==> src/riscv_pkg.sv <==
// Addresses on the memory bus are byte addresses; the RAM decodes only the low bits.
// Instruction formats follow the RV32I base encoding.
package riscv_pkg;

  localparam int ADDR_W = 16;

  typedef logic [ADDR_W-1:0] addr_t;
  typedef logic [31:0] word_t;
  typedef logic [3:0] strb_t;
  typedef logic [4:0] reg_idx_t;

  // Major opcodes of the supported subset.
  localparam logic [6:0] OP_LUI     = 7'b0110111;
  localparam logic [6:0] OP_AUIPC   = 7'b0010111;
  localparam logic [6:0] OP_JAL     = 7'b1101111;
  localparam logic [6:0] OP_JALR    = 7'b1100111;
  localparam logic [6:0] OP_BRANCH  = 7'b1100011;
  localparam logic [6:0] OP_LOAD    = 7'b0000011;
  localparam logic [6:0] OP_STORE   = 7'b0100011;
  localparam logic [6:0] OP_ALU_IMM = 7'b0010011;
  localparam logic [6:0] OP_ALU_REG = 7'b0110011;
  localparam logic [6:0] OP_SYSTEM  = 7'b1110011;

  typedef struct packed {
    logic [6:0] funct7;
    reg_idx_t   rs2;
    reg_idx_t   rs1;
    logic [2:0] funct3;
    reg_idx_t   rd;
    logic [6:0] opcode;
  } r_type_t;

  typedef struct packed {
    logic [11:0] imm;
    reg_idx_t    rs1;
    logic [2:0]  funct3;
    reg_idx_t    rd;
    logic [6:0]  opcode;
  } i_type_t;

  typedef struct packed {
    logic [6:0] imm_hi;
    reg_idx_t   rs2;
    reg_idx_t   rs1;
    logic [2:0] funct3;
    logic [4:0] imm_lo;
    logic [6:0] opcode;
  } s_type_t;

  typedef struct packed {
    logic       imm12;
    logic [5:0] imm10_5;
    reg_idx_t   rs2;
    reg_idx_t   rs1;
    logic [2:0] funct3;
    logic [3:0] imm4_1;
    logic       imm11;
    logic [6:0] opcode;
  } b_type_t;

  typedef struct packed {
    logic [19:0] imm;
    reg_idx_t    rd;
    logic [6:0]  opcode;
  } u_type_t;

  typedef struct packed {
    logic       imm20;
    logic [9:0] imm10_1;
    logic       imm11;
    logic [7:0] imm19_12;
    reg_idx_t   rd;
    logic [6:0] opcode;
  } j_type_t;

  // One instruction word seen through each format.
  typedef union packed {
    r_type_t r;
    i_type_t i;
    s_type_t s;
    b_type_t b;
    u_type_t u;
    j_type_t j;
  } instr_u;

  // Encoded as {funct7[5], funct3} of the register group.
  typedef enum logic [3:0] {
    ALU_ADD  = 4'b0000,
    ALU_SLL  = 4'b0001,
    ALU_SLT  = 4'b0010,
    ALU_SLTU = 4'b0011,
    ALU_XOR  = 4'b0100,
    ALU_SRL  = 4'b0101,
    ALU_OR   = 4'b0110,
    ALU_AND  = 4'b0111,
    ALU_SUB  = 4'b1000,
    ALU_SRA  = 4'b1101
  } alu_op_e;

  typedef struct packed {
    logic  valid;
    logic  write;
    addr_t addr;
    word_t wdata;
    strb_t strb;
  } mem_req_t;

  typedef struct packed {
    logic  valid;
    word_t rdata;
  } mem_rsp_t;

  typedef struct packed {
    logic  psel;
    logic  penable;
    logic  pwrite;
    addr_t paddr;
    word_t pwdata;
  } apb_req_t;

  typedef struct packed {
    logic  pready;
    word_t prdata;
    logic  pslverr;
  } apb_rsp_t;

endpackage
==> src/mem_arbiter.sv <==
// APB side always wins; a requester with a response in flight is not granted again.
module mem_arbiter (
  input  logic                raw_clk,
  input  logic                button_reset,
  input  riscv_pkg::mem_req_t apb_req,
  output riscv_pkg::mem_rsp_t apb_rsp,
  input  riscv_pkg::mem_req_t cpu_req,
  output riscv_pkg::mem_rsp_t cpu_rsp,
  output riscv_pkg::mem_req_t ram_req,
  input  riscv_pkg::mem_rsp_t ram_rsp
);

  logic apb_gnt;
  logic cpu_gnt;
  logic apb_pend_q;
  logic cpu_pend_q;

  // Fixed priority that skips a side whose response is due this cycle.
  assign apb_gnt = apb_req.valid && !apb_pend_q;
  assign cpu_gnt = cpu_req.valid && !cpu_pend_q && !apb_gnt;

  always_comb
  begin
    ram_req = apb_gnt ? apb_req : cpu_req;
    ram_req.valid = apb_gnt || cpu_gnt;
  end

  // Winner of the last cycle owns the RAM response.
  always_ff @(posedge raw_clk)
  begin
    if (!button_reset)
    begin
      apb_pend_q <= 1'b0;
      cpu_pend_q <= 1'b0;
    end
    else
    begin
      apb_pend_q <= apb_gnt;
      cpu_pend_q <= cpu_gnt;
    end
  end

  always_comb
  begin
    apb_rsp.valid = ram_rsp.valid && apb_pend_q;
    apb_rsp.rdata = ram_rsp.rdata;
    cpu_rsp.valid = ram_rsp.valid && cpu_pend_q;
    cpu_rsp.rdata = ram_rsp.rdata;
  end

  // Every RAM response follows a grant, and every grant gets its response.
  a_rsp_has_grant: assert property (@(posedge raw_clk) disable iff (!button_reset)
    ram_rsp.valid |-> (apb_pend_q || cpu_pend_q));
  a_grant_answered: assert property (@(posedge raw_clk) disable iff (!button_reset)
    (apb_pend_q || cpu_pend_q) |-> ram_rsp.valid);

endmodule

==> config.mk <==
export PLATFORM = sky130hd
export DESIGN_NAME = mem_arbiter
export DESIGN_NICKNAME = d
export VERILOG_FILES = /design/src/riscv_pkg.sv /design/src/mem_arbiter.sv
export SDC_FILE = /design/constraint.sdc
export NUM_CORES = 1
export LEC_CHECK = 0
export ABC_AREA = 1
export CAP_MARGIN = 20
export CORE_AREA = 5 5 98 100
export CTS_CLUSTER_DIAMETER = 150
export DETAILED_ROUTE_END_ITERATION = 10
export DIE_AREA = 0 0 103 105
export DONT_BUFFER_PORTS = 1
export PLACE_DENSITY = 0.32
export REMOVE_ABC_BUFFERS = 1
export SLEW_MARGIN = 15
export SYNTH_ARGS = -nofsm -noshare
export SYNTH_HDL_FRONTEND = slang
export SYNTH_SLANG_ARGS = --single-unit
==> constraint.sdc <==
create_clock -name raw_clk -period 1.96 [get_ports raw_clk]
set_input_delay 0.196 -clock raw_clk [delete_from_list [all_inputs] [get_ports raw_clk]]
set_output_delay 0.196 -clock raw_clk [all_outputs]
set_load 0.01 [all_outputs]
==> impl_metrics.csv <==
group,metric,value,unit
power,p_sw,198,µW
clocking,cts_root_buffer,"clkbuf_8",
clocking,cts_buffer_depth,2,
power,clkPwrFrac,36.9,%
hold_path,hold_start,"button_reset",
clocking,cts_tree,"built",
power,internal_power,234,µW
power,power.leakage,0.000560,µW
sta,skew,2.57,ps
status,status,"completed",
yosys,syn_area,1380,µm²
sta,clock.fmax,654,MHz
yosys,yosysTopAreaCell,"buf_4",
power,powerDensity,445,nW/µm²
hold_path,hold_path.class,"in2reg",
global_route,grt_pass1_vias,1253,
sta,tns,0,ps
worst_setup_path,startpoint_type,"register",
detailed_routing,via_count,1349,
job,cap_violations,0,
finish,fillers,1022,
placed_design,gp_congestion,0.747,
global_route,grt_max_degree,56,
sta,final_max_slew_viol_count,0,
detailed_routing,drt_iter0_drc,127,
yosys,synth_area_per_cell,5.40,µm²
detailed_routing,ant_nets,0,
finish,syn2layout_area_growth,-29.8,%
sta,period_needed,1530,ps
clocking,insertion_delay,210,ps
yosys,ys_seq_elements,2,
placed_design,placement.io_buffers,0,
finish,layout.nets,326,
finish,drive_above_1_share,3.87,%
die,fp-row-count,34,
worst_setup_path,endpoint_kind,"output port",
worst_setup_path,rr_startpoint,"apb_pend_q$_SDFF_PN0_",
clocking,cts.sinks,2,
detailed_routing,drc,0,
worst_setup_path,worstSetupStartpoint,"apb_pend_q$_SDFF_PN0_",
worst_setup_path,crit_type,"reg2out",
worst_setup_path,cp.arrival,1330,ps
finish,regArea,40.0,µm²
die,start_util,16.1,%
yosys,yosys_warnings,0,
clocking,cts_buffers,3,
clocking,cts_resized,0,
yosys,synthArstFlopShare,0,%
global_route,antenna_found_initial,0,
power,seqPwrFrac,10.5,%
global_route,grt_pass1_wl,9160,µm
yosys,netlist_top_cells_count,"nand2_1, buf_4, nand3_1",
global_route,grt_overflow_total,0,
global_route,grt_usage,12.2,%
sta,rsz0062_at_grt,"false",
yosys,ys_seq_area_share,2.90,%
power,power.share.combinational,52.6,%
yosys,synth-main-ff-cell,"dfxtp_1",
yosys,synth.distinct_cells,10,
sta,fin_crit_sh,78.0,%
detailed_routing,totalWireLength,7520,µm
clocking,ctsHoldBuffers,0,
sta,hold_viol_final,0,
detailed_routing,viasPerCell,4.67,
placed_design,hpwl,6510,µm
yosys,synth_top_area_share,35.8,%
die,core,8590,µm²
clocking,h-tree-depth,1,
die,chipWidth,103,µm
sta,tightest_slew,319,ps
placed_design,placed_cell_area,930,µm²
sta,slew-limit-headroom,78.7,%
detailed_routing,wl_per_cell,26.0,µm
power,sw_frac_of_total,45.8,%
detailed_routing,drt_first_pass_iters,4,
clocking,post_cts_buffers,0,
worst_setup_path,critPathRequiredTime,1760,ps
worst_setup_path,critical_path.max_fanout,55,
yosys,syn_inst,256,
finish,multi_input_area,714,µm²
die,ioPinCount,263,
sta,finalSetupViolCount,0,
die,dieArea,10800,µm²
yosys,synth_edf_count,0,
yosys,synth_most_common_cell,"nand2_1",
die,dieHeight,105,µm
finish,final_area,971,µm²
finish,num_antenna_cells,0,
clocking,cts.clk_slew.worst_paths,30,ps
power,ir_drop,0.000104,V
yosys,synthTopCellsByArea,"buf_4, nand2_1, nand3_1, buf_6, buf_2",
==> layout by cell type, fill, tap and decap left out, drive strengths merged <==
| cell | Yosys | layout |
|---|---|---|
| buf | 80 | 2 |
| nor2 | 3 | 3 |
| dfxtp | 2 | 2 |
| nand2 | 111 | 111 |
| nand3 | 54 | 54 |
| inv | 6 | 6 |
| clkbuf | 0 | 3 |
==> cells by family (layout without fill, tap and decap cells) <==
group                  count (synthesis)  in the layout  synth area share, %
and+or+nand+nor                      168            168                 51.7
buffers and inverters                 86             11                 45.4
DFF                                    2              2                 2.90
==> power by group through the flow <==
stage               Combinational [µW]  Clock, µW  Sequential (µW)
floorplan                          192          0             45.4
global placement                   229          0             45.6
detailed placement                 230          0             45.7
CTS                                231        164             45.3
global route                       261        171             45.6
finish                             228        160             45.2
==> flip-flops by register name, indices dropped and copies added (netlist names) <==
register,cells
apb_pend_q,1
cpu_pend_q,1
==> metal layers <==
layer	up-vias	global-route usage [%]	part of all wire (%)
li1	588	-	-
met3	4	10.9	21
met2	163	19.8	48
met5	-	5.77	0.86
met4	2	0.648	0.11
met1	592	11.8	30
==> critical path, cell delays in order (launching register included) <==
cell and delay, ps:
dfxtp_1 330, inv_4 260, nand2_8 280, nand2_1 150, nand2_1 110
==> through the flow <==
stage | power [µW] | setup WS [ps] | hold slack (ps) | cells | util (%)
final | 433 | 431 | 106 | 289 | 11.3
after global routing | 479 | 246 | 119 | 289 | 11.3
after CTS | 440 | 396 | 107 | 289 | 11.3
after detailed placement | 276 | 621 | 324 | 286 | 10.8
after global placement | 275 | 658 | 321 | 286 | 10.8
after floorplan | 237 | 709 | 308 | 176 | -
==> final timing paths <==
kind,endpoint,slack [ps],depth (start not counted)
worst min-delay path,apb_pend_q$_SDFF_PN0_,110,2
worst max register to register,apb_pend_q$_SDFF_PN0_,880,3
worst min register to register,cpu_pend_q$_SDFF_PN0_,520,3
worst max-delay path,ram_req[19],430,4
==> layout make-up <==
| class | instances | area share (%) |
|---|---|---|
| inverter | 6 | 2.58 |
| tap | 108 | 13.9 |
| sequential | 2 | 4.12 |
| clock buffer | 3 | 4.25 |
| timing repair buffer | 2 | 1.55 |
| multi-input combinational | 168 | 73.6 |
Note: power is estimated with default switching activity, not from simulation.
