File: src/riscv_pkg.sv
// Addresses on the memory bus are byte addresses; the RAM decodes only the low bits.
// Instruction formats follow the RV32I base encoding.
package riscv_pkg;

  localparam int ADDR_W = 16;

  typedef logic [ADDR_W-1:0] addr_t;
  typedef logic [31:0] word_t;
  typedef logic [3:0] strb_t;
  typedef logic [4:0] reg_idx_t;

  // Major opcodes of the supported subset.
  localparam logic [6:0] OP_LUI     = 7'b0110111;
  localparam logic [6:0] OP_AUIPC   = 7'b0010111;
  localparam logic [6:0] OP_JAL     = 7'b1101111;
  localparam logic [6:0] OP_JALR    = 7'b1100111;
  localparam logic [6:0] OP_BRANCH  = 7'b1100011;
  localparam logic [6:0] OP_LOAD    = 7'b0000011;
  localparam logic [6:0] OP_STORE   = 7'b0100011;
  localparam logic [6:0] OP_ALU_IMM = 7'b0010011;
  localparam logic [6:0] OP_ALU_REG = 7'b0110011;
  localparam logic [6:0] OP_SYSTEM  = 7'b1110011;

  typedef struct packed {
    logic [6:0] funct7;
    reg_idx_t   rs2;
    reg_idx_t   rs1;
    logic [2:0] funct3;
    reg_idx_t   rd;
    logic [6:0] opcode;
  } r_type_t;

  typedef struct packed {
    logic [11:0] imm;
    reg_idx_t    rs1;
    logic [2:0]  funct3;
    reg_idx_t    rd;
    logic [6:0]  opcode;
  } i_type_t;

  typedef struct packed {
    logic [6:0] imm_hi;
    reg_idx_t   rs2;
    reg_idx_t   rs1;
    logic [2:0] funct3;
    logic [4:0] imm_lo;
    logic [6:0] opcode;
  } s_type_t;

  typedef struct packed {
    logic       imm12;
    logic [5:0] imm10_5;
    reg_idx_t   rs2;
    reg_idx_t   rs1;
    logic [2:0] funct3;
    logic [3:0] imm4_1;
    logic       imm11;
    logic [6:0] opcode;
  } b_type_t;

  typedef struct packed {
    logic [19:0] imm;
    reg_idx_t    rd;
    logic [6:0]  opcode;
  } u_type_t;

  typedef struct packed {
    logic       imm20;
    logic [9:0] imm10_1;
    logic       imm11;
    logic [7:0] imm19_12;
    reg_idx_t   rd;
    logic [6:0] opcode;
  } j_type_t;

  // One instruction word seen through each format.
  typedef union packed {
    r_type_t r;
    i_type_t i;
    s_type_t s;
    b_type_t b;
    u_type_t u;
    j_type_t j;
  } instr_u;

  // Encoded as {funct7[5], funct3} of the register group.
  typedef enum logic [3:0] {
    ALU_ADD  = 4'b0000,
    ALU_SLL  = 4'b0001,
    ALU_SLT  = 4'b0010,
    ALU_SLTU = 4'b0011,
    ALU_XOR  = 4'b0100,
    ALU_SRL  = 4'b0101,
    ALU_OR   = 4'b0110,
    ALU_AND  = 4'b0111,
    ALU_SUB  = 4'b1000,
    ALU_SRA  = 4'b1101
  } alu_op_e;

  typedef struct packed {
    logic  valid;
    logic  write;
    addr_t addr;
    word_t wdata;
    strb_t strb;
  } mem_req_t;

  typedef struct packed {
    logic  valid;
    word_t rdata;
  } mem_rsp_t;

  typedef struct packed {
    logic  psel;
    logic  penable;
    logic  pwrite;
    addr_t paddr;
    word_t pwdata;
  } apb_req_t;

  typedef struct packed {
    logic  pready;
    word_t prdata;
    logic  pslverr;
  } apb_rsp_t;

endpackage
File: src/apb_port.sv
// Whole-word transfers only; misaligned or out-of-range addresses end with pslverr.
module apb_port #(
  parameter int MEM_WORDS = 1024
) (
  input  logic                raw_clk,
  input  logic                button_reset,
  input  riscv_pkg::apb_req_t apb_req,
  output riscv_pkg::apb_rsp_t apb_rsp,
  output riscv_pkg::mem_req_t mem_req,
  input  riscv_pkg::mem_rsp_t mem_rsp
);

  typedef enum logic [1:0] {S_IDLE, S_REQ, S_RESP} state_e;

  state_e state_q;
  logic addr_ok;
  logic err_q;
  riscv_pkg::word_t rdata_q;

  assign addr_ok = (apb_req.paddr[1:0] == 2'b00) &&
                   (32'(apb_req.paddr[riscv_pkg::ADDR_W-1:2]) < MEM_WORDS);

  always_ff @(posedge raw_clk)
  begin
    if (!button_reset)
    begin
      state_q <= S_IDLE;
      err_q <= 1'b0;
    end
    else
    begin
      case (state_q)
        S_IDLE:
        begin
          // Access phase starts the transfer.
          if (apb_req.psel && apb_req.penable)
          begin
            err_q <= !addr_ok;
            state_q <= addr_ok ? S_REQ : S_RESP;
          end
        end
        S_REQ: if (mem_rsp.valid) state_q <= S_RESP;
        default: state_q <= S_IDLE;
      endcase
    end
  end

  always_ff @(posedge raw_clk)
  begin
    if (state_q == S_REQ && mem_rsp.valid)
      rdata_q <= mem_rsp.rdata;
  end

  // Master holds its fields until pready, so they feed the request directly.
  always_comb
  begin
    mem_req.valid = (state_q == S_REQ);
    mem_req.write = apb_req.pwrite;
    mem_req.addr  = apb_req.paddr;
    mem_req.wdata = apb_req.pwdata;
    mem_req.strb  = '1;
  end

  always_comb
  begin
    apb_rsp.pready  = (state_q == S_RESP);
    apb_rsp.pslverr = (state_q == S_RESP) && err_q;
    apb_rsp.prdata  = err_q ? '0 : rdata_q;
  end

  a_paddr_stable: assert property (@(posedge raw_clk) disable iff (!button_reset)
    (apb_req.psel && apb_req.penable && !apb_rsp.pready) |=> $stable(apb_req.paddr));

endmodule

File: config.mk
export PLATFORM = sky130hd
export DESIGN_NAME = apb_port
export DESIGN_NICKNAME = d
export VERILOG_FILES = /design/src/riscv_pkg.sv /design/src/apb_port.sv
export SDC_FILE = /design/constraint.sdc
export NUM_CORES = 1
export LEC_CHECK = 0
export BUFFER_PORTS_ARGS = -buffer_cell sky130_fd_sc_hd__buf_2
export CAP_MARGIN = 20
export CELL_PAD_IN_SITES_DETAIL_PLACEMENT = 2
export CELL_PAD_IN_SITES_GLOBAL_PLACEMENT = 2
export CORE_ASPECT_RATIO = 1.2
export CORE_MARGIN = 2
export CORE_UTILIZATION = 17
export DETAILED_ROUTE_END_ITERATION = 8
export PLACE_DENSITY_LB_ADDON = 0.25
export SLEW_MARGIN = 20
export SYNTH_ARGS = -nofsm -noshare
export SYNTH_HDL_FRONTEND = slang
export SYNTH_SLANG_ARGS = --single-unit
export TNS_END_PERCENT = 1
File: constraint.sdc
create_clock -name raw_clk -period 1.8 [get_ports raw_clk]
set_input_delay 0.36 -clock raw_clk [delete_from_list [all_inputs] [get_ports raw_clk]]
set_output_delay 0.36 -clock raw_clk [all_outputs]
set_load 0.05 [all_outputs]
==> impl_results.md <==
* Status: finished clean
* Fin crit period at around 1600 ps
* Ranking of synthesized cells by area: edfxtp_1, buf_4, nor2b_1
* Footprint of the multi-input gates at 332 um^2
* Post-CTS setup buffers at 0
* Clock share of power at 0.456
* Post-Syn Area per Cell at roughly 13 um^2
* Top Ports at approximately 170
* Share of cells above drive strength 1 at 0.561
* Leakage at around 0.00089 uW
* HPWL Detailed at 3510 um
* Crit path max fanout at 23
* Pre-CTS WS at around 330 ps
* Synth top cells by count: buf_4, nor2b_1, edfxtp_1
* Top FF cell, synth: edfxtp_1
* Worst Hold End: rdata_q[5]$_DFFE_PP_
* Required @ worst endpoint at about 1400 ps
* Placer Congestion at about 0.6
* Reg-to-reg slack, setup at 420 ps
* CP arrival at 1260 ps
* Fin util at 0.212
* Cell chain of the critical path: buf_4 > nor2b_1 > buf_2
* Unrepaired setup endpoints after global routing: no
* Post-Syn Area at roughly 0.0017 mm^2
* Die width at 96.5 um
* Chip Height at approximately 110 um
* Synth warn at 0
* Synth-to-Final Area Change at 21.5%
* Combinational cell fraction of total power at 0.124
* Worst reg2reg startpoint: state_q[0]$_SDFFE_PN0P_
* Max-Cap Viols at 0
* IO Port Bufs at 83
* Sequential cell area at roughly 0.0010 mm^2
* Sequential Power Share at 0.419
* Vias at ~1.1k
* Worst Reg2Reg Path Length in Cells at 3
* Post-synthesis cell type count at 16
* Most common cell in the netlist: buf_4
* CTS H-tree depth at 2
* Initial antenna violation count at 0
* Nets at between 200 and 300
* DIE AREA at roughly 0.011 mm^2
* Post-synth EDFFs at 32
* CP top delay family: buffers and inverters
* Root Buffer: clkbuf_16
* Layout Skew at ~3.2 ps
* RR Endpoint: rdata_q[19]$_DFFE_PP_
* Clk_lat worst skew at ~280 ps
* Vias in the first global route at approximately 1.2k
* Total CTS buffers at 5
* WL per Instance at 14.1 um
* Gr ovfl total at 0
* CP startpoint kind: flip-flop
* Clk buf depth at 2
* Synth Register Bits at 35
* Sw Share at 0.246
* CP endpoint kind: primary output
* CP peak stage delay at between 300 and 400 ps
* Total core area at 0.0100 mm^2
* Cell Rows at 40
* Worst ir drop on vdd at 0.495 mV
* Final hold vios at 0
* Slew Limit Fails at 0
* Global-route wire length before repair at slightly above 6000 um
* Internal power at around 1600 uW
* Fmax at between 600 and 700 MHz
* Sequential element share of the synthesized area at 0.585
* Initial DRC count at 13
* Largest net degree at the start of global routing at 24
* WL final at approximately 4300 um
* Slowest CP cell: dfxtp_1
* Ys async rst share at 0
* Crit share post-route at 0.900
* Initial Utilization at 0.174
* Post-DRT Antenna Nets at 0
* Area share of the largest cell type after synthesis at 0.551
* DRC violations left at 0
* Min-Delay Path Class: input pin to flip-flop
* WP buf/inv at 2
* Fillers at between 1k and 1.5k
* Worst hold path depth at 1
* Hold Path Origin: mem_rsp[5]
* Post-CTS Resized at 0
* Clk slew on worst S/H paths at around 60 ps
* Pwr Density at roughly 1000 mW/mm^2
* Vias/cell at 3.45
* Post-Synthesis Cells at 138
* Post-synth top area cell: edfxtp_1
* Final worst slack at roughly 180 ps
* Switch Pwr at 522 uW
* Drt first pass iters at 2
* Total GRT Usage at 0.0774
* N_diodes at 0
* Hold buffer count at CTS at 0
* CP Class: flip-flop to primary output
* Num Clock Sinks at 35
* Final setup violation count at 0
* TritonCTS clock tree: done
how the worst max path moves through the flow:
stage                                 start                       to  depth (start not counted)
finish                   err_q$_SDFFE_PN0P_               apb_rsp[8]                          3
global route             err_q$_SDFFE_PN0P_              apb_rsp[15]                          3
CTS                      err_q$_SDFFE_PN0P_               apb_rsp[8]                          3
detailed placement              apb_req[46]  state_q[0]$_SDFFE_PN0P_                          4
global placement                apb_req[46]  state_q[0]$_SDFFE_PN0P_                          4
floorplan           state_q[0]$_SDFFE_PN0P_     rdata_q[0]$_DFFE_PP_                          2
sequential cells by signal (all words and copies together) (netlist names):
register,flops
rdata_q,32
state_q,2
err_q,1
kinds of logic (layout without fill, tap and decap cells):
kind of cell           after synthesis  after routing  synth area share
buffers and inverters               56             95             0.235
DFF                                 35             35             0.585
AOI/OAI and AO/OA                    4              4            0.0151
and+or+nand+nor                     42             42             0.163
other                                1              4           0.00215
worst register-to-register path, cell delays in order (launching register included):
cell and delay [ps]:
dfxtp_1 360, nor2b_2 200, and2_2 170, buf_4 300
layout by cell type, fill, tap and decap left out, drive strengths merged:
master / netlist / layout
bufinv: 0 / 1
nor2b: 35 / 35
buf: 53 / 87
a32o: 1 / 1
clkbuf: 3 / 5
conb: 1 / 4
and4bb: 1 / 1
clkinv: 0 / 2
nand2: 1 / 1
or4: 1 / 1
a21oi: 1 / 1
edfxtp: 32 / 32
and2: 2 / 2
nand4b: 1 / 1
o21ai: 2 / 2
dfxtp: 3 / 3
nor3: 1 / 1
layer usage:
layer / share of wire / track usage / routed length, um / up-vias
li1: - / - / - / 480
met1: 0.35 / 0.0758 / 1510 / 456
met2: 0.39 / 0.106 / 1690 / 91
met3: 0.18 / 0.0550 / 757 / 29
met4: 0.085 / 0.0704 / 367 / 0
met5: 0 / 0 / 0 / -
metrics by stage:
stage	hold slack [ps]	cells	TNS, ps	power, uW	area [um^2]
after floorplan	459	141	-1430	1350	1760
after global placement	513	298	0	1180	1960
after detailed placement	517	298	0	1180	1960
after CTS	243	306	0	2160	2120
after global routing	239	306	0	2210	2120
final	250	306	0	2130	2120
power groups by stage:
stage | combinational [uW] | sequential (uW) | clock (uW)
after floorplan | 445 | 909 | 0
after global placement | 267 | 908 | 0
after detailed placement | 269 | 908 | 0
after CTS | 270 | 891 | 999
after global routing | 282 | 891 | 1040
final | 264 | 891 | 971
cell type report:
type,instances,area share
sequential,35,0.482
tap,126,0.0744
clock buffer,5,0.0590
multi-input combinational,50,0.156
clock inverter,3,0.0183
timing repair buffer,87,0.210
(Power assumes the default switching activity.)
