===== src/riscv_pkg.sv =====
// Addresses on the memory bus are byte addresses; the RAM decodes only the low bits.
// Instruction formats follow the RV32I base encoding.
package riscv_pkg;

  localparam int ADDR_W = 16;

  typedef logic [ADDR_W-1:0] addr_t;
  typedef logic [31:0] word_t;
  typedef logic [3:0] strb_t;
  typedef logic [4:0] reg_idx_t;

  // Major opcodes of the supported subset.
  localparam logic [6:0] OP_LUI     = 7'b0110111;
  localparam logic [6:0] OP_AUIPC   = 7'b0010111;
  localparam logic [6:0] OP_JAL     = 7'b1101111;
  localparam logic [6:0] OP_JALR    = 7'b1100111;
  localparam logic [6:0] OP_BRANCH  = 7'b1100011;
  localparam logic [6:0] OP_LOAD    = 7'b0000011;
  localparam logic [6:0] OP_STORE   = 7'b0100011;
  localparam logic [6:0] OP_ALU_IMM = 7'b0010011;
  localparam logic [6:0] OP_ALU_REG = 7'b0110011;
  localparam logic [6:0] OP_SYSTEM  = 7'b1110011;

  typedef struct packed {
    logic [6:0] funct7;
    reg_idx_t   rs2;
    reg_idx_t   rs1;
    logic [2:0] funct3;
    reg_idx_t   rd;
    logic [6:0] opcode;
  } r_type_t;

  typedef struct packed {
    logic [11:0] imm;
    reg_idx_t    rs1;
    logic [2:0]  funct3;
    reg_idx_t    rd;
    logic [6:0]  opcode;
  } i_type_t;

  typedef struct packed {
    logic [6:0] imm_hi;
    reg_idx_t   rs2;
    reg_idx_t   rs1;
    logic [2:0] funct3;
    logic [4:0] imm_lo;
    logic [6:0] opcode;
  } s_type_t;

  typedef struct packed {
    logic       imm12;
    logic [5:0] imm10_5;
    reg_idx_t   rs2;
    reg_idx_t   rs1;
    logic [2:0] funct3;
    logic [3:0] imm4_1;
    logic       imm11;
    logic [6:0] opcode;
  } b_type_t;

  typedef struct packed {
    logic [19:0] imm;
    reg_idx_t    rd;
    logic [6:0]  opcode;
  } u_type_t;

  typedef struct packed {
    logic       imm20;
    logic [9:0] imm10_1;
    logic       imm11;
    logic [7:0] imm19_12;
    reg_idx_t   rd;
    logic [6:0] opcode;
  } j_type_t;

  // One instruction word seen through each format.
  typedef union packed {
    r_type_t r;
    i_type_t i;
    s_type_t s;
    b_type_t b;
    u_type_t u;
    j_type_t j;
  } instr_u;

  // Encoded as {funct7[5], funct3} of the register group.
  typedef enum logic [3:0] {
    ALU_ADD  = 4'b0000,
    ALU_SLL  = 4'b0001,
    ALU_SLT  = 4'b0010,
    ALU_SLTU = 4'b0011,
    ALU_XOR  = 4'b0100,
    ALU_SRL  = 4'b0101,
    ALU_OR   = 4'b0110,
    ALU_AND  = 4'b0111,
    ALU_SUB  = 4'b1000,
    ALU_SRA  = 4'b1101
  } alu_op_e;

  typedef struct packed {
    logic  valid;
    logic  write;
    addr_t addr;
    word_t wdata;
    strb_t strb;
  } mem_req_t;

  typedef struct packed {
    logic  valid;
    word_t rdata;
  } mem_rsp_t;

  typedef struct packed {
    logic  psel;
    logic  penable;
    logic  pwrite;
    addr_t paddr;
    word_t pwdata;
  } apb_req_t;

  typedef struct packed {
    logic  pready;
    word_t prdata;
    logic  pslverr;
  } apb_rsp_t;

endpackage

===== src/cpu_core.sv =====
// Multi-cycle RV32I subset; misaligned halves are not supported and any SYSTEM op halts.
// Holding button_halt low keeps the core idle, or stops it at the next instruction.
module cpu_core #(
  parameter riscv_pkg::addr_t RESET_PC = '0
) (
  input  logic                raw_clk,
  input  logic                button_reset,
  input  logic                button_halt,
  output riscv_pkg::mem_req_t mem_req,
  input  riscv_pkg::mem_rsp_t mem_rsp,
  output logic                halted,
  output logic                fault
);

  typedef enum logic [2:0] {
    S_IDLE, S_FETCH, S_DECODE, S_EXECUTE, S_MEMORY, S_HALTED, S_FAULT
  } state_e;

  state_e state_q;
  state_e next_fetch;
  riscv_pkg::addr_t pc_q;
  riscv_pkg::addr_t pc_plus4;
  riscv_pkg::addr_t ea_q;
  riscv_pkg::instr_u ir_q;
  riscv_pkg::word_t regs [32];
  riscv_pkg::word_t rs1_q;
  riscv_pkg::word_t rs2_q;
  riscv_pkg::word_t imm;
  riscv_pkg::word_t imm_q;
  riscv_pkg::word_t alu_a;
  riscv_pkg::word_t alu_b;
  riscv_pkg::word_t alu_result;
  riscv_pkg::word_t st_data;
  riscv_pkg::word_t ld_shift;
  riscv_pkg::word_t ld_data;
  riscv_pkg::word_t rf_wdata;
  riscv_pkg::strb_t st_strb;
  riscv_pkg::reg_idx_t rd;
  riscv_pkg::alu_op_e alu_op;
  logic [6:0] opcode;
  logic sub_sra;
  logic take_branch;
  logic rf_we;

  assign opcode = ir_q.r.opcode;
  assign rd = ir_q.r.rd;
  assign pc_plus4 = pc_q + 16'd4;
  assign next_fetch = button_halt ? S_FETCH : S_HALTED;
  assign halted = (state_q == S_HALTED);
  assign fault = (state_q == S_FAULT);

  // Immediate by format.
  always_comb
  begin
    case (opcode)
      riscv_pkg::OP_LUI, riscv_pkg::OP_AUIPC: imm = {ir_q.u.imm, 12'b0};
      riscv_pkg::OP_JAL:
        imm = {{12{ir_q.j.imm20}}, ir_q.j.imm19_12, ir_q.j.imm11, ir_q.j.imm10_1, 1'b0};
      riscv_pkg::OP_BRANCH:
        imm = {{20{ir_q.b.imm12}}, ir_q.b.imm11, ir_q.b.imm10_5, ir_q.b.imm4_1, 1'b0};
      riscv_pkg::OP_STORE: imm = {{20{ir_q.s.imm_hi[6]}}, ir_q.s.imm_hi, ir_q.s.imm_lo};
      default: imm = {{20{ir_q.i.imm[11]}}, ir_q.i.imm};
    endcase
  end

  // Bit 30 selects sub only in the register group, sra in both groups.
  assign sub_sra = ir_q.r.funct7[5] && ((ir_q.r.funct3 == 3'b101) ||
                   (ir_q.r.funct3 == 3'b000 && opcode == riscv_pkg::OP_ALU_REG));

  always_comb
  begin
    alu_a = rs1_q;
    alu_b = imm_q;
    alu_op = riscv_pkg::ALU_ADD;
    case (opcode)
      riscv_pkg::OP_ALU_REG:
      begin
        alu_b = rs2_q;
        alu_op = riscv_pkg::alu_op_e'({sub_sra, ir_q.r.funct3});
      end
      riscv_pkg::OP_ALU_IMM: alu_op = riscv_pkg::alu_op_e'({sub_sra, ir_q.r.funct3});
      riscv_pkg::OP_BRANCH: alu_b = rs2_q;
      riscv_pkg::OP_LUI: alu_a = '0;
      riscv_pkg::OP_AUIPC, riscv_pkg::OP_JAL: alu_a = 32'(pc_q);
      default: ;
    endcase
  end

  alu alu_0 (
    .op          (alu_op),
    .a           (alu_a),
    .b           (alu_b),
    .funct3      (ir_q.b.funct3),
    .result      (alu_result),
    .take_branch (take_branch)
  );

  // Store lanes are replicated; strobes pick the addressed bytes.
  always_comb
  begin
    st_data = rs2_q;
    st_strb = 4'b1111;
    case (ir_q.s.funct3[1:0])
      2'b00:
      begin
        st_data = {4{rs2_q[7:0]}};
        st_strb = 4'b0001 << ea_q[1:0];
      end
      2'b01:
      begin
        st_data = {2{rs2_q[15:0]}};
        st_strb = 4'b0011 << {ea_q[1], 1'b0};
      end
      default: ;
    endcase
  end

  always_comb
  begin
    ld_shift = mem_rsp.rdata >> {ea_q[1:0], 3'b000};
    case (ir_q.i.funct3)
      3'b000:  ld_data = {{24{ld_shift[7]}}, ld_shift[7:0]};
      3'b100:  ld_data = {24'b0, ld_shift[7:0]};
      3'b001:  ld_data = {{16{ld_shift[15]}}, ld_shift[15:0]};
      3'b101:  ld_data = {16'b0, ld_shift[15:0]};
      default: ld_data = mem_rsp.rdata;
    endcase
  end

  // Valid drops in the response cycle, which gives the gap between requests.
  always_comb
  begin
    mem_req.valid = ((state_q == S_FETCH) || (state_q == S_MEMORY)) && !mem_rsp.valid;
    mem_req.write = (state_q == S_MEMORY) && (opcode == riscv_pkg::OP_STORE);
    mem_req.addr  = (state_q == S_MEMORY) ? {ea_q[riscv_pkg::ADDR_W-1:2], 2'b00} : pc_q;
    mem_req.wdata = st_data;
    mem_req.strb  = (state_q == S_MEMORY) ? st_strb : 4'b1111;
  end

  always_comb
  begin
    rf_we = 1'b0;
    rf_wdata = alu_result;
    if (state_q == S_EXECUTE)
    begin
      case (opcode)
        riscv_pkg::OP_LUI, riscv_pkg::OP_AUIPC, riscv_pkg::OP_ALU_IMM, riscv_pkg::OP_ALU_REG:
          rf_we = 1'b1;
        riscv_pkg::OP_JAL, riscv_pkg::OP_JALR:
        begin
          rf_we = 1'b1;
          rf_wdata = 32'(pc_plus4);
        end
        default: ;
      endcase
    end
    else if (state_q == S_MEMORY && opcode == riscv_pkg::OP_LOAD && mem_rsp.valid)
    begin
      rf_we = 1'b1;
      rf_wdata = ld_data;
    end
  end

  always_ff @(posedge raw_clk)
  begin
    if (rf_we && (rd != '0))
      regs[rd] <= rf_wdata;
  end

  always_ff @(posedge raw_clk)
  begin
    if (state_q == S_FETCH && mem_rsp.valid)
      ir_q <= mem_rsp.rdata;
    if (state_q == S_DECODE)
    begin
      // x0 always reads zero.
      rs1_q <= (ir_q.r.rs1 == '0) ? '0 : regs[ir_q.r.rs1];
      rs2_q <= (ir_q.r.rs2 == '0) ? '0 : regs[ir_q.r.rs2];
      imm_q <= imm;
    end
    if (state_q == S_EXECUTE)
      ea_q <= alu_result[riscv_pkg::ADDR_W-1:0];
  end

  always_ff @(posedge raw_clk)
  begin
    if (!button_reset)
    begin
      state_q <= S_IDLE;
      pc_q <= RESET_PC;
    end
    else
    begin
      case (state_q)
        S_IDLE: if (button_halt) state_q <= S_FETCH;
        S_FETCH: if (mem_rsp.valid) state_q <= S_DECODE;
        S_DECODE:
        begin
          case (opcode)
            riscv_pkg::OP_LUI, riscv_pkg::OP_AUIPC, riscv_pkg::OP_JAL, riscv_pkg::OP_JALR,
            riscv_pkg::OP_BRANCH, riscv_pkg::OP_LOAD, riscv_pkg::OP_STORE,
            riscv_pkg::OP_ALU_IMM, riscv_pkg::OP_ALU_REG: state_q <= S_EXECUTE;
            riscv_pkg::OP_SYSTEM: state_q <= S_HALTED;
            default: state_q <= S_FAULT;
          endcase
        end
        S_EXECUTE:
        begin
          case (opcode)
            riscv_pkg::OP_JAL: pc_q <= alu_result[riscv_pkg::ADDR_W-1:0];
            riscv_pkg::OP_JALR: pc_q <= {alu_result[riscv_pkg::ADDR_W-1:1], 1'b0};
            riscv_pkg::OP_BRANCH: pc_q <= take_branch ? pc_q + imm_q[15:0] : pc_plus4;
            default: pc_q <= pc_plus4;
          endcase
          if (opcode == riscv_pkg::OP_LOAD || opcode == riscv_pkg::OP_STORE)
            state_q <= S_MEMORY;
          else
            state_q <= next_fetch;
        end
        S_MEMORY: if (mem_rsp.valid) state_q <= next_fetch;
        default: state_q <= state_q;
      endcase
    end
  end

  a_fetch_aligned: assert property (@(posedge raw_clk) disable iff (!button_reset)
    (mem_req.valid && state_q == S_FETCH) |-> (mem_req.addr[1:0] == 2'b00));

endmodule


===== src/alu.sv =====
// Purely combinational; shifts use b[4:0], funct3 is only used for branches.
module alu (
  input  riscv_pkg::alu_op_e op,
  input  riscv_pkg::word_t   a,
  input  riscv_pkg::word_t   b,
  input  logic [2:0]         funct3,
  output riscv_pkg::word_t   result,
  output logic               take_branch
);

  logic [4:0] shamt;

  assign shamt = b[4:0];

  always_comb
  begin
    case (op)
      riscv_pkg::ALU_ADD:  result = a + b;
      riscv_pkg::ALU_SUB:  result = a - b;
      riscv_pkg::ALU_SLL:  result = a << shamt;
      riscv_pkg::ALU_SLT:  result = {31'b0, $signed(a) < $signed(b)};
      riscv_pkg::ALU_SLTU: result = {31'b0, a < b};
      riscv_pkg::ALU_XOR:  result = a ^ b;
      riscv_pkg::ALU_SRL:  result = a >> shamt;
      riscv_pkg::ALU_SRA:  result = $signed(a) >>> shamt;
      riscv_pkg::ALU_OR:   result = a | b;
      riscv_pkg::ALU_AND:  result = a & b;
      default:             result = a + b;
    endcase
  end

  // Branch conditions, beq through bgeu.
  always_comb
  begin
    case (funct3)
      3'b000:  take_branch = (a == b);
      3'b001:  take_branch = (a != b);
      3'b100:  take_branch = ($signed(a) < $signed(b));
      3'b101:  take_branch = ($signed(a) >= $signed(b));
      3'b110:  take_branch = (a < b);
      3'b111:  take_branch = (a >= b);
      default: take_branch = 1'b0;
    endcase
  end

endmodule


===== config.mk =====
export PLATFORM = sky130hd
export DESIGN_NAME = cpu_core
export DESIGN_NICKNAME = d
export VERILOG_FILES = /design/src/riscv_pkg.sv /design/src/cpu_core.sv /design/src/alu.sv
export SDC_FILE = /design/constraint.sdc
export NUM_CORES = 2
export LEC_CHECK = 0
export BUFFER_PORTS_ARGS = -buffer_cell sky130_fd_sc_hd__buf_4
export CAP_MARGIN = 20
export CORE_MARGIN = 4
export CORE_UTILIZATION = 35
export CTS_CLUSTER_SIZE = 16
export DETAILED_ROUTE_END_ITERATION = 6
export GPL_TIMING_DRIVEN = 0
export SYNTH_ARGS = -nofsm -noshare
export SYNTH_HDL_FRONTEND = slang
export SYNTH_SLANG_ARGS = --single-unit
export TNS_END_PERCENT = 20

===== constraint.sdc =====
create_clock -name raw_clk -period 12.9 [get_ports raw_clk]
set_clock_uncertainty 0.2 [all_clocks]
set_input_delay 0.645 -clock raw_clk [delete_from_list [all_inputs] [get_ports raw_clk]]
set_output_delay 0.645 -clock raw_clk [all_outputs]
set_load 0.02 [all_outputs]

==> impl_metrics.ini <==
[synth]
synth-edff-count = 1168
ys_types = 113
syn_inst = 4510
async_reset_ff_share_pct = 0
syn_avg_cell_area_um2 = 14.7
syn_area_um2 = 66300
synthFlopType = edfxtp_1
synth_seq_cells = 1187
yosysSeqAreaShare_pct = 53.5
synth_warnings = 0

[worst_hold_path]
hold_path_class = input port to register
holdPathStages = 3

[layout]
nNetsFinal = 5110
syn2layout_area_growth_pct = 17.5
drive_gt1_share_pct = 25.9
layout_commonest_cell = edfxtp_1
final_cell_mix = 1168 x edfxtp_1, 649 x mux4_2, 325 x nand2_1, 251 x nor2_1, 249 x clkbuf_1
final-instance-count-excl-fill = 7565
fillers = 17000

[placed_design]
placed_cells = 7273
gp_congestion = 1.08
portBuffers = 90
dp_hpwl_um = 222000

[timing]
slew_violations = 0
rsz0062_at_grt = no
clock.fmax_ghz = 0.107
final_hold_viol_count = 0
tightest_slew_ns = 1.39
slew_headroom_pct = 7.66
period_minus_slack_ns = 9.37
hold_slack_ns = 0.148
tns_ns = 0
final-setup-viol-count = 0
fin_crit_sh_pct = 72.6

[power]
p_leak_nw = 25.7
ir_worst_vdd_uv = 112
power.density_nw_per_um2 = 135

[cts]
worstSkewPairLatency_ns = 0.78
h-tree-depth = 3
numCtsBuffers = 120
cts-root-buf = clkbuf_16
cts_resized = 0
clkTransAtPathRegs_ns = 0.07
clock-sinks = 1187
postCtsSetupBuffers = 0
clock_path_buffers = 3
tritoncts = built
hold_buffers = 32

[global_route]
first_global_vias = 47500
grt_overflow = 0
grt_antenna_before_repair = 11
grt_max_degree = 37
track_usage_pct = 28.7
grt_pass1_wl_um = 392000

[detailed_routing]
drt_iter0_drc = 7225
drt_first_pass_iters = 7
drc = 16
wl_um = 288000
wl_per_cell_um = 38.1
num_vias = 49100
vias_per_cell = 6.49
ant_nets = 0

[worst_setup_path]
worstSetupStartpoint = ir_q[2]
regToRegStartpoint = ir_q[2]
cp.required_ns = 13.12
crit_path_frequent_cell = clkbuf_1
critPathLaunchType = register
endpoint_kind = register
ff2ff_setup_slack_ns = 3.53
worst_r2r_path_depth = 19
critPathMaxFanout = 32
path_class = register to register
slowest_stage = a2bb2oi_1
r2r-end = regs[10][11]
crit_path_end = regs[10][11]
cp_data_arrival_time_ns = 9.59
path_cells = and4bb_1 -> buf_2 -> nand3_4 -> mux2i_1 -> clkbuf_1 -> clkbuf_1 -> buf_1 -> ha_1 -> clkbuf_1 -> o311a_1 -> o21ai_0 -> a31oi_1 -> a21o_1 -> a21oi_1 -> xnor2_1 -> o211ai_1 -> a2bb2oi_1 -> a21oi_1 -> a21oi_4
max_stage_delay_ns = 1.10

[outcome]
violations = DRC
outcome = finished with violations

[die]
rows = 159
die_w_um = 443
start_util_pct = 35.3
die_y_um = 443
coreArea_um2 = 188000
dieArea_um2 = 196000
io_pins = 92

[job]
cap_violations = 0
## per-stage QoR
step           power (mW)  util (%)  area (um2)  worst slack, ns
5_1_grt              10.8      41.4       77900             3.55
3_5_place_dp         6.92      39.0       73300             4.05
3_3_place_gp         6.79      37.4       70200             1.69
6_report             10.5      41.5       77900             3.53
4_1_cts              10.4      41.2       77500             4.03
2_1_floorplan        5.88         -       66400             6.31
## cells in the mapped netlist (46+ instances only)
| cell type | number | area (um2) |
|---|---|---|
| xnor2_1 | 46 | 403 |
| nand3_1 | 67 | 335 |
| nor2_1 | 283 | 1060 |
| clkbuf_1 | 228 | 856 |
| ha_1 | 113 | 1410 |
| nor3_1 | 67 | 335 |
| buf_1 | 73 | 274 |
| inv_1 | 105 | 394 |
| mux4_2 | 649 | 14600 |
| o21ai_0 | 204 | 1020 |
| edfxtp_1 | 1168 | 35100 |
| mux2i_1 | 127 | 1270 |
| nand2_1 | 325 | 1220 |
| a21oi_1 | 232 | 1160 |
## layer usage
metal	global-route usage, %	up-vias	wire length [um]
li1	-	19300	-
met3	7.27	854	31600
met1	35.4	25400	102000
met4	19.1	4	22900
met5	0	-	21
met2	44.7	3580	132000
## worst min path at each step
stage / to / startpoint / slack [ns]
2_1_floorplan: imm_q[31] / ir_q[31] / 0.26
3_3_place_gp: imm_q[28] / ir_q[28] / 0.34
3_5_place_dp: imm_q[26] / ir_q[26] / 0.33
4_1_cts: state_q[2] / mem_rsp[32] / 0.11
5_1_grt: state_q[2] / button_halt / 0.19
6_report: state_q[2] / mem_rsp[32] / 0.15
## logic make-up (layout without fill, tap and decap cells)
kind of cell             Yosys count  in the layout  share of synthesized area, %
flip-flops                      1187           1187                          53.5
multiplexers                     823            823                          24.8
adder cells (fa/ha/maj)          116            116                          2.22
AND/OR/NAND/NOR                  944            944                          6.65
AO/OA/AOI/OAI                    902            902                          9.08
buffers and inverters            478            995                          2.99
XOR/XNOR                          59             59                         0.819
other                              1             44                       0.00566
## area by class of cell
cell class                 instances  area [um2]  area share [%]
tap                             2495        3120            4.01
timing repair buffer             295        4110            5.27
buffer                           367        1560            2.01
antenna                           12        30.0          0.0385
sequential                      1187       35500            45.5
multi-input combinational       2876       29400            37.7
clock buffer                     142        3090            3.96
inverter                         111         422           0.541
clock inverter                    80         802            1.03
## worst max-delay path: cells and delay by family, from the launching register on
family | cells | cell delay (ns)
AO/OA/AOI/OAI | 9 | 3.93
XOR/XNOR | 1 | 0.11
adder cells (fa/ha/maj) | 1 | 0.36
buffers and inverters | 5 | 2.48
flip-flops | 1 | 0.61
multiplexers | 1 | 0.69
AND/OR/NAND/NOR | 2 | 0.54
## state kept, by name, summed over array words and instances (netlist names)
name	flops
ea_q	16
rs1_q	32
imm_q	32
state_q	3
pc_q	16
rs2_q	32
regs	1024
ir_q	32
## report_power, final
part | leakage, nW | switching [mW] | internal, mW
Clock | 1.89 | 1.56 | 1.96
Combinational | 13.2 | 1.54 | 0.796
Sequential | 10.7 | 0.0714 | 4.57
Total | 25.7 | 3.17 | 7.32
Note: power is estimated with default switching activity, not from simulation.
